### config.mk
export PLATFORM = sky130hd
export DESIGN_NAME = fp_sqrt
export DESIGN_NICKNAME = d
export VERILOG_FILES = /design/src/rtl/fp_sqrt_pkg.sv /design/src/rtl/fp_classify.sv /design/src/rtl/fp_sqrt.sv /design/src/rtl/sqrt_ctrl.sv /design/src/rtl/sqrt_recurrence.sv /design/src/rtl/sqrt_round.sv
export SDC_FILE = /design/constraint.sdc
export NUM_CORES = 1
export LEC_CHECK = 0
export BUFFER_PORTS_ARGS = -buffer_cell sky130_fd_sc_hd__buf_2
export CAP_MARGIN = 20
export CORE_MARGIN = 10
export CORE_UTILIZATION = 30
export CTS_CLUSTER_SIZE = 12
export DETAILED_ROUTE_END_ITERATION = 12
export PLACE_DENSITY = 0.57
export SLEW_MARGIN = 5
export SYNTH_ARGS = -nofsm -noshare
export SYNTH_HDL_FRONTEND = slang
export SYNTH_HIERARCHICAL = 1
export SYNTH_SLANG_ARGS = --single-unit
### constraint.sdc
create_clock -name clk -period 3.1 [get_ports clk]
set_input_delay 0.775 -clock clk [delete_from_list [all_inputs] [get_ports clk]]
set_output_delay 0.775 -clock clk [all_outputs]
set_load 0.02 [all_outputs]
### src/rtl/fp_sqrt_pkg.sv
// ==================================================
// Shared definitions for the single-precision sqrt
// Format widths, recurrence sizes, enum types and
// the canonical NaN constant
// ==================================================

package fp_sqrt_pkg;

  // ==================================================
  // Format constants
  // ==================================================
  localparam int EXP_WIDTH = 8;    // Exponent field
  localparam int MAN_WIDTH = 23;   // Stored fraction
  localparam int BIAS      = 127;  // Exponent bias

  // Recurrence sizing
  localparam int ROOT_WIDTH = 26;              // 24-bit significand + guard + round
  localparam int REM_WIDTH  = ROOT_WIDTH + 2;  // Partial remainder
  localparam int RAD_WIDTH  = 2 * ROOT_WIDTH;  // Two radicand bits per step
  localparam int CNT_WIDTH  = 5;               // Holds ROOT_WIDTH

  // Packed single-precision word
  typedef logic [31:0] fp_word_t;

  // IEEE 754 rounding modes, other codes act as RTZ
  typedef enum logic [2:0] {
    RNE = 3'd0,  // Nearest, ties to even
    RTZ = 3'd1,  // Toward zero
    RDN = 3'd2,  // Toward -inf
    RUP = 3'd3,  // Toward +inf
    RMM = 3'd4   // Nearest, ties away
  } round_mode_t;

  // Sequencer states
  typedef enum logic [1:0] {
    IDLE,
    DISPATCH,
    ITERATE,
    FINISH
  } ctrl_state_t;

  // Kind of special result picked at classification
  typedef enum logic [1:0] {
    SP_NONE,  // Normal operand, run the recurrence
    SP_QNAN,
    SP_INF,
    SP_ZERO
  } special_t;

  // Canonical quiet NaN
  localparam fp_word_t CANON_NAN = 32'h7FC0_0000;

endpackage

### src/rtl/fp_classify.sv
// ==================================================
// Operand capture and special-value classification
// ==================================================
`timescale 1ns/100ps

module fp_classify (
  input  logic                                  clk,
  input  logic                                  reset_n,
  input  logic                                  capture_en,
  input  fp_sqrt_pkg::fp_word_t                 operand,
  input  fp_sqrt_pkg::round_mode_t              rounding_mode,
  output logic                                  sign,
  output logic [fp_sqrt_pkg::EXP_WIDTH-1:0]     exp_field,
  output logic [fp_sqrt_pkg::MAN_WIDTH:0]       significand,
  output fp_sqrt_pkg::special_t                 special_kind,
  output logic                                  invalid,      // Sqrt of negative
  output fp_sqrt_pkg::round_mode_t              mode
);
  import fp_sqrt_pkg::*;

  logic [EXP_WIDTH-1:0] in_exp;
  logic [MAN_WIDTH-1:0] in_frac;
  logic                 exp_ones;
  logic                 exp_zero;  // Zero or subnormal exponent

  assign in_exp   = operand[MAN_WIDTH +: EXP_WIDTH];
  assign in_frac  = operand[MAN_WIDTH-1:0];
  assign exp_ones = &in_exp;
  assign exp_zero = ~|in_exp;

  // Operand fields
  always_ff @(posedge clk) begin
    if (capture_en) begin
      sign        <= operand[31];
      exp_field   <= in_exp;
      significand <= {1'b1, in_frac};  // Hidden one
    end
  end

  // Classification in priority order NaN, negative, +inf, zero
  always_ff @(posedge clk or negedge reset_n) begin
    if (!reset_n) begin
      special_kind <= SP_NONE;
      invalid      <= 1'b0;
      mode         <= RNE;
    end else if (capture_en) begin
      mode    <= rounding_mode;
      invalid <= 1'b0;
      if (exp_ones && (in_frac != '0)) begin
        special_kind <= SP_QNAN;                 // Any NaN raises no flag
      end else if (operand[31] && !exp_zero) begin
        special_kind <= SP_QNAN;                 // Negative non-zero including -inf
        invalid      <= 1'b1;
      end else if (exp_ones) begin
        special_kind <= SP_INF;
      end else if (exp_zero) begin
        special_kind <= SP_ZERO;                 // Sign kept
      end else begin
        special_kind <= SP_NONE;
      end
    end
  end

endmodule

### src/rtl/fp_sqrt.sv
// ==================================================
// Single-precision square root unit, top level
// Wires sequencer, operand classifier, recurrence
// engine and rounding stage together
// ==================================================
`timescale 1ns/100ps

module fp_sqrt (
  input  logic                     clk,
  input  logic                     reset_n,
  input  logic                     start,          // Accepted only while not busy
  input  fp_sqrt_pkg::round_mode_t rounding_mode,  // Captured with start
  input  fp_sqrt_pkg::fp_word_t    operand,        // Captured with start
  output logic                     busy,
  output logic                     done,           // One-cycle pulse
  output fp_sqrt_pkg::fp_word_t    result,         // Held until next start
  output logic                     flag_nv,
  output logic                     flag_nx
);
  import fp_sqrt_pkg::*;

  // Sequencer strobes
  logic capture_en;
  logic load_en;
  logic step_en;
  logic finish_en;

  // Captured operand fields
  logic                 sign;
  logic [EXP_WIDTH-1:0] exp_field;
  logic [MAN_WIDTH:0]   significand;  // Hidden one restored
  special_t             special_kind;
  logic                 invalid;
  round_mode_t          mode;

  // Recurrence outputs
  logic [ROOT_WIDTH-1:0] root;
  logic                  rem_nonzero;
  logic [EXP_WIDTH-1:0]  res_exp;

  sqrt_ctrl u_ctrl (
    .clk          (clk),
    .reset_n      (reset_n),
    .start        (start),
    .special_kind (special_kind),
    .capture_en   (capture_en),
    .load_en      (load_en),
    .step_en      (step_en),
    .finish_en    (finish_en),
    .busy         (busy),
    .done         (done)
  );

  fp_classify u_classify (
    .clk           (clk),
    .reset_n       (reset_n),
    .capture_en    (capture_en),
    .operand       (operand),
    .rounding_mode (rounding_mode),
    .sign          (sign),
    .exp_field     (exp_field),
    .significand   (significand),
    .special_kind  (special_kind),
    .invalid       (invalid),
    .mode          (mode)
  );

  sqrt_recurrence u_recurrence (
    .clk         (clk),
    .reset_n     (reset_n),
    .load_en     (load_en),
    .step_en     (step_en),
    .significand (significand),
    .exp_field   (exp_field),
    .root        (root),
    .rem_nonzero (rem_nonzero),
    .res_exp     (res_exp)
  );

  sqrt_round u_round (
    .clk          (clk),
    .reset_n      (reset_n),
    .finish_en    (finish_en),
    .root         (root),
    .rem_nonzero  (rem_nonzero),
    .res_exp      (res_exp),
    .special_kind (special_kind),
    .sign         (sign),
    .invalid      (invalid),
    .mode         (mode),
    .result       (result),
    .flag_nv      (flag_nv),
    .flag_nx      (flag_nx)
  );

endmodule

### src/rtl/sqrt_ctrl.sv
// ==================================================
// Sqrt operation sequencer
// State machine, iteration counter, busy and done
// ==================================================
`timescale 1ns/100ps

module sqrt_ctrl (
  input  logic                  clk,
  input  logic                  reset_n,
  input  logic                  start,
  input  fp_sqrt_pkg::special_t special_kind,  // Valid from DISPATCH on
  output logic                  capture_en,    // Latch operand and mode
  output logic                  load_en,       // Init recurrence
  output logic                  step_en,       // One root bit
  output logic                  finish_en,     // Register result and flags
  output logic                  busy,
  output logic                  done
);
  import fp_sqrt_pkg::*;

  ctrl_state_t          state;
  ctrl_state_t          next_state;
  logic [CNT_WIDTH-1:0] count;  // Steps left
  logic                 last_step;

  assign last_step = (count == CNT_WIDTH'(1));

  // Strobes decoded from the current state
  assign capture_en = start && (state == IDLE);  // start ignored while busy
  assign load_en    = (state == DISPATCH) && (special_kind == SP_NONE);
  assign step_en    = (state == ITERATE);
  assign finish_en  = (state == FINISH);

  // ==================================================
  // Next state
  // ==================================================
  always_comb begin
    next_state = state;
    case (state)
      IDLE:     if (start) next_state = DISPATCH;
      DISPATCH: next_state = (special_kind == SP_NONE) ? ITERATE : FINISH;  // Short path
      ITERATE:  if (last_step) next_state = FINISH;
      FINISH:   next_state = IDLE;
      default:  next_state = IDLE;
    endcase
  end

  // ==================================================
  // State, counter and registered status
  // ==================================================
  always_ff @(posedge clk or negedge reset_n) begin
    if (!reset_n) begin
      state <= IDLE;
      count <= '0;
      busy  <= 1'b0;
      done  <= 1'b0;
    end else begin
      state <= next_state;
      busy  <= (next_state != IDLE);  // High from DISPATCH through FINISH
      done  <= (state == FINISH);     // Pulse after the finish edge
      if (load_en) begin
        count <= CNT_WIDTH'(ROOT_WIDTH);
      end else if (step_en) begin
        count <= count - CNT_WIDTH'(1);
      end
    end
  end

endmodule

### src/rtl/sqrt_recurrence.sv
// ==================================================
// Restoring digit recurrence for the root
// Two radicand bits in, one root bit out per step
// ==================================================
`timescale 1ns/100ps

module sqrt_recurrence (
  input  logic                                clk,
  input  logic                                reset_n,
  input  logic                                load_en,
  input  logic                                step_en,
  input  logic [fp_sqrt_pkg::MAN_WIDTH:0]     significand,
  input  logic [fp_sqrt_pkg::EXP_WIDTH-1:0]   exp_field,
  output logic [fp_sqrt_pkg::ROOT_WIDTH-1:0]  root,
  output logic                                rem_nonzero,  // Sticky source
  output logic [fp_sqrt_pkg::EXP_WIDTH-1:0]   res_exp
);
  import fp_sqrt_pkg::*;

  logic signed [EXP_WIDTH+1:0] exp_unb;   // Unbiased exponent e
  logic signed [EXP_WIDTH+1:0] exp_adj;   // Forced even
  logic                        exp_odd;
  logic [RAD_WIDTH-1:0]        rad_init;
  logic [RAD_WIDTH-1:0]        radicand;
  logic [REM_WIDTH-1:0]        remainder;
  logic [REM_WIDTH-1:0]        ac;        // Remainder with next two bits
  logic [REM_WIDTH:0]          trial;     // Extra bit is the borrow
  logic                        accept;

  // ==================================================
  // Exponent halving and radicand alignment
  // ==================================================
  assign exp_unb = signed'({2'b00, exp_field}) - (EXP_WIDTH+2)'(BIAS);
  assign exp_odd = exp_unb[0];
  assign exp_adj = exp_unb - (EXP_WIDTH+2)'(exp_odd);

  // Significand scaled by 2^27, one more for odd e
  assign rad_init = exp_odd ? {significand, {(RAD_WIDTH-MAN_WIDTH-1){1'b0}}}
                            : {1'b0, significand, {(RAD_WIDTH-MAN_WIDTH-2){1'b0}}};

  // Trial subtraction of 4*root + 1
  assign ac     = {remainder[REM_WIDTH-3:0], radicand[RAD_WIDTH-1 -: 2]};
  assign trial  = {1'b0, ac} - {1'b0, root, 2'b01};
  assign accept = ~trial[REM_WIDTH];  // No borrow, difference non-negative

  assign rem_nonzero = |remainder;

  // Radicand and exponent are payload
  always_ff @(posedge clk) begin
    if (load_en) begin
      radicand <= rad_init;
      res_exp  <= EXP_WIDTH'((exp_adj >>> 1) + BIAS);
    end else if (step_en) begin
      radicand <= radicand << 2;
    end
  end

  always_ff @(posedge clk or negedge reset_n) begin
    if (!reset_n) begin
      root      <= '0;
      remainder <= '0;
    end else if (load_en) begin
      root      <= '0;
      remainder <= '0;
    end else if (step_en) begin
      root      <= {root[ROOT_WIDTH-2:0], accept};           // New root bit
      remainder <= accept ? trial[REM_WIDTH-1:0] : ac;       // Restore on reject
    end
  end

endmodule

### src/rtl/sqrt_round.sv
// ==================================================
// Rounding, packing, special results and flags
// ==================================================
`timescale 1ns/100ps

module sqrt_round (
  input  logic                                clk,
  input  logic                                reset_n,
  input  logic                                finish_en,
  input  logic [fp_sqrt_pkg::ROOT_WIDTH-1:0]  root,
  input  logic                                rem_nonzero,
  input  logic [fp_sqrt_pkg::EXP_WIDTH-1:0]   res_exp,
  input  fp_sqrt_pkg::special_t               special_kind,
  input  logic                                sign,
  input  logic                                invalid,
  input  fp_sqrt_pkg::round_mode_t            mode,
  output fp_sqrt_pkg::fp_word_t               result,
  output logic                                flag_nv,
  output logic                                flag_nx
);
  import fp_sqrt_pkg::*;

  logic                           guard;
  logic                           round_bit;
  logic                           sticky;
  logic                           tie_bit;   // LSB of kept fraction
  logic                           round_up;
  logic [EXP_WIDTH+MAN_WIDTH-1:0] mag;       // Exponent and fraction

  assign guard     = root[1];
  assign round_bit = root[0];
  assign sticky    = rem_nonzero;
  assign tie_bit   = root[2];

  // Root is positive, so RDN truncates like RTZ
  always_comb begin
    case (mode)
      RNE:     round_up = guard && (round_bit || sticky || tie_bit);
      RUP:     round_up = guard || round_bit || sticky;
      RMM:     round_up = guard;
      RTZ:     round_up = 1'b0;
      RDN:     round_up = 1'b0;
      default: round_up = 1'b0;  // Undefined codes truncate
    endcase
  end

  // Leading one at root[25] is dropped, carry rolls into exponent
  assign mag = {res_exp, root[ROOT_WIDTH-2:2]} + (EXP_WIDTH+MAN_WIDTH)'(round_up);

  // ==================================================
  // Output registers, held until the next finish
  // ==================================================
  always_ff @(posedge clk or negedge reset_n) begin
    if (!reset_n) begin
      result  <= '0;
      flag_nv <= 1'b0;
      flag_nx <= 1'b0;
    end else if (finish_en) begin
      flag_nv <= invalid;
      flag_nx <= 1'b0;
      case (special_kind)
        SP_QNAN: result <= CANON_NAN;
        SP_INF:  result <= {1'b0, {EXP_WIDTH{1'b1}}, {MAN_WIDTH{1'b0}}};  // +inf
        SP_ZERO: result <= {sign, {(EXP_WIDTH+MAN_WIDTH){1'b0}}};         // Signed zero
        default: begin
          result  <= {1'b0, mag};
          flag_nx <= guard || round_bit || sticky;
        end
      endcase
    end
  end

endmodule

==> impl_results.md, run 1 <==
* Ys async rst share at about 61%
* Area growth, synth to finish at 19.0%
* Worst slew pin tran at between 700 and 800 ps
* Outcome: complete, no violations
* Core ar. at 31600 um^2
* Critical Path AT at roughly 3400 ps
* Final Core Density at between 30 and 40%
* Post-synth top flop: dfrtp_1
* Period utilization at between 90% and 100%
* Synth Net Count at 1038
* Fin worst setup slack at ~73 ps
* N_diodes at 0
* Min-delay worst type: in2async
* Final #Nets at 1147
* Total CTS buffers at 17
* Worst hold margin at between 300 and 400 ps
* Final ANT Viol Nets at 0
* Startpoint types: flop
* Worst Path Required at 3430 ps
* Port bufs at 73
* CTS clk-pin slew, worst paths at ~80 ps
* Die Height at between 150 and 200 um
* Root Buffer: clkbuf_16
* Fin crit period at about 3000 ps
* Critical path class: reg2reg
* Leak at between 0.004 and 0.005 uW
* Fmax at between 300 and 400 MHz
* Post-DR wirelength/cell at about 15 um
* Placed Cells at between 1000 and 1500
* Clock Latency Late Sink at approximately 440 ps
* GPL Wtd Cong at ~0.85
* First-pass GRT wire length at ~38000 um
* Seq/Total Area, Yosys at 46.9%
* Vias at roughly 7300
* RSZ-0062 raised after global routing: true
* Clk buf depth at 2
* Vias in the first global route at ~7400
* Pins Over Slew Limit at 0
* Power Density at 1170 nW/um^2
* Final wirelength at about 23000 um
* Final Hold Fails at 0
* EDFF count, synth at 65
* DRC at 0
* Max transition margin at 46.9%
* Antenna violations before repair at 0
* Place WS at -14.1 ps
* Total congestion overflow at 0
* Critical Path End Type: flop
* DIE WIDTH at roughly 200 um
* Final Setup Violations at 0
* Number of iterations in the first detailed-routing pass at 5
* Largest net degree at the start of global routing at between 100 and 150
* Clock Skews at between 10 and 15 ps
* Starting Density at ~31%
* Yosys Warn Count at 6
* Crit-path max FO at 4
* Layout Cells excl Fill at 1481
* Via density at roughly 4.9
* Cells after Synth at roughly 960
* HPWL Detailed at 16400 um
* Max_cap viols at 0
* Top-Level Pins at 74
* Layout cell share with drive strength beyond 1 at between 20% and 30%
* CTS tree: yes
* Distinct cells, synth at between 70 and 80
* Overall routing resource usage at 11.9%
* Avg Cell Area, Syn at about 10 um^2
* Cell Rows at 65
* First DRT Iteration DRCs at just over 500
* Total die area at between 30000 and 40000 um^2
* Peak supply drop at approximately 0.57 mV
* Flops & latches, synth at approximately 170
* CTS sink count at ~170
* # H-tree levels at 4
* Netlist Area Pre-Place at 9660 um^2
-- synthesized netlist by cell type (9+ instances only) --
cell,instances,share of area [%]
nand2_1,42,1.6
nand3_1,24,1.2
inv_1,74,2.9
a211oi_1,24,1.9
ha_1,43,5.6
o21ai_0,21,1.1
nor2_1,117,4.5
nand2b_1,10,0.65
xor2_1,20,1.8
o22ai_1,21,1.4
a21oi_1,67,3.5
and3_1,11,0.71
dfrtp_1,103,27
mux2i_1,56,5.8
clkbuf_1,26,1.0
xnor2_1,42,3.8
nor4_1,14,0.91
nor3_1,18,0.93
nor2b_1,13,0.84
nand4_1,9,0.58
edfxtp_1,65,20
-- sequential cells by signal, indices dropped and copies added (netlist names) --
signal,flops
u_ctrl/count,5
u_round/flag_nx,1
u_recurrence/radicand,25
u_round/result,32
u_ctrl/done,1
u_round/flag_nv,1
u_recurrence/res_exp,8
u_classify/mode,3
u_classify/significand,23
u_recurrence/root,26
u_classify/sign,1
u_ctrl/busy,1
u_classify/invalid,1
u_classify/exp_field,8
u_recurrence/remainder,28
u_ctrl/state,2
u_classify/special_kind,2
-- routing by layer --
metal	up-vias	wire (um)	global-route usage [%]
met3	23	608	2.25
met1	3528	11200	16.0
met2	112	10600	18.6
met4	0	385	4.09
met5	-	0	0
li1	3642	-	-
-- worst paths after layout --
kind,end,from,cells past startpoint,slack (ps)
hold reg to reg,u_round/result[31],u_classify/sign,1,510
setup reg to reg,u_round/result[14],u_recurrence/remainder[11],14,70
min in group clk,u_round/result[31],u_classify/sign,1,510
hold / removal,u_round/result[16],reset_n,1,330
max in group asynchronous,u_recurrence/remainder[11],reset_n,2,2060
setup / recovery,u_round/result[14],u_recurrence/remainder[11],14,70
-- kinds of logic (layout without fill, tap and decap cells) --
family	Yosys count	after routing	synth area share (%)
AO/OA/AOI/OAI	205	205	13.8
XOR/XNOR	62	62	5.62
adder cells (fa/ha/maj)	43	43	5.57
buffers and inverters	118	240	5.30
flip-flops	168	168	46.9
multiplexers	63	63	6.62
other	1	1	0.0388
AND/OR/NAND/NOR	297	297	16.2
-- layout by cell type (no fill, tap or decap), types with 4 or more instances in the layout --
| cell | n |
|---|---|
| or4_1 | 4 |
| o21a_1 | 6 |
| o22ai_1 | 21 |
| inv_1 | 73 |
| ha_1 | 39 |
| xnor2_1 | 42 |
| o21ai_0 | 21 |
| nor4_1 | 10 |
| buf_4 | 58 |
| o31a_1 | 4 |
| nand2_1 | 41 |
| o211ai_1 | 4 |
| xor2_1 | 20 |
| a21oi_1 | 67 |
| a31o_2 | 5 |
| a21o_1 | 8 |
| inv_8 | 6 |
| clkbuf_16 | 17 |
| nand4_1 | 9 |
| o21ai_1 | 8 |
| nor3_1 | 17 |
| nor4_4 | 5 |
| nand2b_1 | 10 |
| edfxtp_1 | 65 |
| a211oi_1 | 24 |
| mux2i_1 | 56 |
| dfrtp_1 | 102 |
| nand3_1 | 24 |
| nor4_2 | 7 |
| mux2_2 | 6 |
| a31oi_1 | 5 |
| nor2b_1 | 13 |
| nor2_1 | 117 |
| buf_2 | 72 |
| and3_1 | 10 |
| buf_12 | 4 |
-- final cells by class --
cell class	instances	area [um^2]
Clock inverter	15	151
Timing Repair Buffer	134	876
Multi-Input combinational cell	671	4720
Inverter	74	279
Tap cell	402	503
Sequential cell	168	4530
Fill cell	3102	20100
Clock buffer	17	425
-- repair_timing --
action / 4_1_cts / 5_1_grt
pin swaps: 0 / 10
gates cloned: 0 / 0
gates resized for setup: 2 / 16
setup buffers: 0 / 5
hold buffers: 0 / 0
setup endpoints to repair: 3 / 25
-- worst max-delay path, stage by stage (launching register included) --
cell,delay [ps]
dfrtp_2,440
nor4_4,350
and4_1,260
nand4_1,190
nor3_2,270
nor2_1,60
nand3_1,90
o31ai_2,70
ha_2,200
ha_2,180
and3_4,170
nand4_1,160
or3_1,150
a21oi_1,60
mux2_2,260
-- per-stage QoR --
stage	area [um^2]	total power, uW	setup TNS [ps]
finish	11500	13500	0
global route	11500	14700	-79.0
CTS	11400	13400	0
detailed placement	10800	11200	-22.6
global placement	10800	11200	0
floorplan	9660	9170	0
-- power by group --
group	leakage [uW]	switching [uW]	internal, uW	total [uW]
clock	0.000279	1020	1080	2100
sequential	0.00191	615	3320	3940
combinational	0.00261	4240	3210	7450
total	0.00480	5880	7610	13500
No activity file was read; power rests on OpenSTA's default activity.
==> run 2, diff against run 1 <==
--- a/config.mk
+++ b/config.mk
@@ -12,6 +12,7 @@
 export CTS_CLUSTER_SIZE = 12
 export DETAILED_ROUTE_END_ITERATION = 12
 export PLACE_DENSITY = 0.57
+export REMOVE_ABC_BUFFERS = 1
 export SLEW_MARGIN = 5
 export SYNTH_ARGS = -nofsm -noshare
 export SYNTH_HDL_FRONTEND = slang
==> constraint.sdc (replaced) <==
create_clock -name clk -period 3.1 [get_ports clk]
set_input_delay 0.775 -clock clk [delete_from_list [all_inputs] [get_ports clk]]
set_output_delay 0.775 -clock clk [all_outputs]
set_load 0.05 [all_outputs]
==> run 2 against run 1 <==
Sequential power about the same. Highest routed layer is now met5. Hold slack worse by 47 ps. Largest cell class unchanged. Register-to-register slack improved by 60 ps. Largest power group unchanged. Sequential share of layout area increased by 0.26 points. Core utilization decreased by 0.24 points. Fmax increased by 1.9%.
==> impl_results.md, run 2 (synthesis gave the netlist of run 1 again) <==
* Fin worst setup slack at roughly 130 ps
* HPWL Detailed at about 17000 um
* Clock Skews at ~14 ps
* Reg2Reg Setup Slack at 130 ps
* Cell Rows at 65
* Max transition margin at around half
* Core ar. at about 32000 um^2
* Fin crit period at 2970 ps
* Total CTS buffers at 17
* Port bufs at 73
* R2r endpoint: u_round/result[14]
* Worst slew pin tran at approximately 760 ps
* Leak at 0.00475 uW
* Leading cell type in the layout, fill and taps excluded: nor2_1
* First DRT Iteration DRCs at 495
* Hold Buf Count CTS at 0
* First-pass GRT wire length at 38400 um
* Commonest cells after routing, fill and taps aside: nor2_1, dfrtp_1, inv_1, buf_2, a21oi_1
* Number of iterations in the first detailed-routing pass at 5
* Critical path class: reg2reg
* Period utilization at approximately 96%
* Startpoint types: flop
* Largest Register: u_round/result
* Antenna violations before repair at 2
* Layout Cells excl Fill at around 1500
* Place WS at between 80 and 90 ps
* Clk buf depth at 2
* Min-delay worst type: in2async
* Worst R2R Path Depth at 14
* Area growth, synth to finish at 18.2%
* Root Buffer: clkbuf_16
* Peak supply drop at 0.519 mV
* Max_cap viols at 0
* Placed Cells at roughly 1400
* Vias at between 7000 and 8000
* Pins Over Slew Limit at 0
* DIE WIDTH at around 200 um
* CTS tree: yes
* Layout cell share with drive strength beyond 1 at 19.2%
* Critical Path End Type: flop
* Final #Nets at approximately 1100
* Worst Path Required at between 3000 and 4000 ps
* Final Setup Violations at 0
* Critical Path AT at 3280 ps
* Top flop regs: u_round/result x32, u_recurrence/remainder x28, u_recurrence/root x26
* Power Density at approximately 1200 nW/um^2
* Outcome: complete, no violations
* Starting Density at a little under a third
* Fmax at between 300 and 400 MHz
* GPL Wtd Cong at between 0.8 and 0.9
* N_diodes at 0
* Post-DR wirelength/cell at between 15 and 20 um
* Final Hold Fails at 0
* Die Height at roughly 200 um
* # H-tree levels at 4
* Max reg flops at 32
* Reg2reg start: u_recurrence/remainder[12]
* Final wirelength at roughly 23000 um
* Crit-path max FO at 5
* Via density at slightly below 5
* CTS clk-pin slew, worst paths at 60 ps
* Total die area at about 40000 um^2
* Clock Latency Late Sink at between 400 and 500 ps
* Largest net degree at the start of global routing at 113
* CTS sink count at 168
* Overall routing resource usage at between 10% and 20%
* Vias in the first global route at ~7300
* Total congestion overflow at 0
* DRC at 0
* Top-Level Pins at between 70 and 80
* Final ANT Viol Nets at 0
[run 2: critical path: stages, from the launching register on]
cell and delay (ps):
dfrtp_1 420, nor4_2 340, and4_1 280, nand4_1 150, nor3_2 230, nor2_1 60, nand3_1 80, o31ai_1 80
ha_1 220, ha_2 190, and3_4 220, nand4_1 140, or3_1 130, a21oi_1 70, mux2_2 270
[run 2: layout make-up]
class | instances | area [um^2]
flip-flops and latches | 168 | 4530
multi-input cells | 671 | 4690
clock inverters | 10 | 119
well taps | 402 | 503
clock buffers | 22 | 485
repair buffers | 125 | 808
inverters | 74 | 279
fillers | 3177 | 20200
[run 2: stage by stage]
| step | total power [uW] | hold WS [ps] | util [%] | instance area, um^2 | TNS [ps] |
|---|---|---|---|---|---|
| 2_1_floorplan | 9370 | 479 | - | 9420 | -16300 |
| 3_3_place_gp | 11600 | 493 | 34.0 | 10800 | 0 |
| 3_5_place_dp | 11600 | 502 | 34.0 | 10800 | 0 |
| 4_1_cts | 13900 | 280 | 35.9 | 11400 | 0 |
| 5_1_grt | 15000 | 294 | 36.1 | 11400 | -53.2 |
| 6_report | 13800 | 283 | 36.1 | 11400 | 0 |
[run 2: routing by layer]
metal / share of wire, % / GRT usage, % / vias up
li1: - / - / 3622
met5: 0.14 / 0 / -
met3: 3.8 / 2.86 / 20
met1: 49 / 16.4 / 3470
met4: 1.2 / 3.73 / 4
met2: 46 / 18.6 / 134
[run 2: worst max-delay path by stage]
stage | startpoint | endpoint | slack (ps) | cells after the start
2_1_floorplan | u_recurrence/root[13] | u_recurrence/remainder[19] | -450 | 11
3_3_place_gp | u_recurrence/remainder[18] | u_round/result[24] | 70 | 13
3_5_place_dp | u_recurrence/remainder[13] | u_round/result[20] | 80 | 12
4_1_cts | u_recurrence/remainder[13] | u_round/result[24] | 20 | 13
5_1_grt | u_recurrence/remainder[12] | u_round/result[24] | -30 | 15
6_report | u_recurrence/remainder[12] | u_round/result[14] | 130 | 14
[run 2: what timing repair did]
action | in CTS | in global routing
gates resized for setup | 0 | 11
setup endpoints to repair | 0 | 15
endpoints found under the hold margin | 0 | 0
setup buffers | 0 | 1
[run 2: where the power goes]
part | switching (uW) | internal (uW) | total, uW
Clock | 881 | 1280 | 2160
Combinational | 4660 | 3090 | 7750
Sequential | 602 | 3330 | 3930
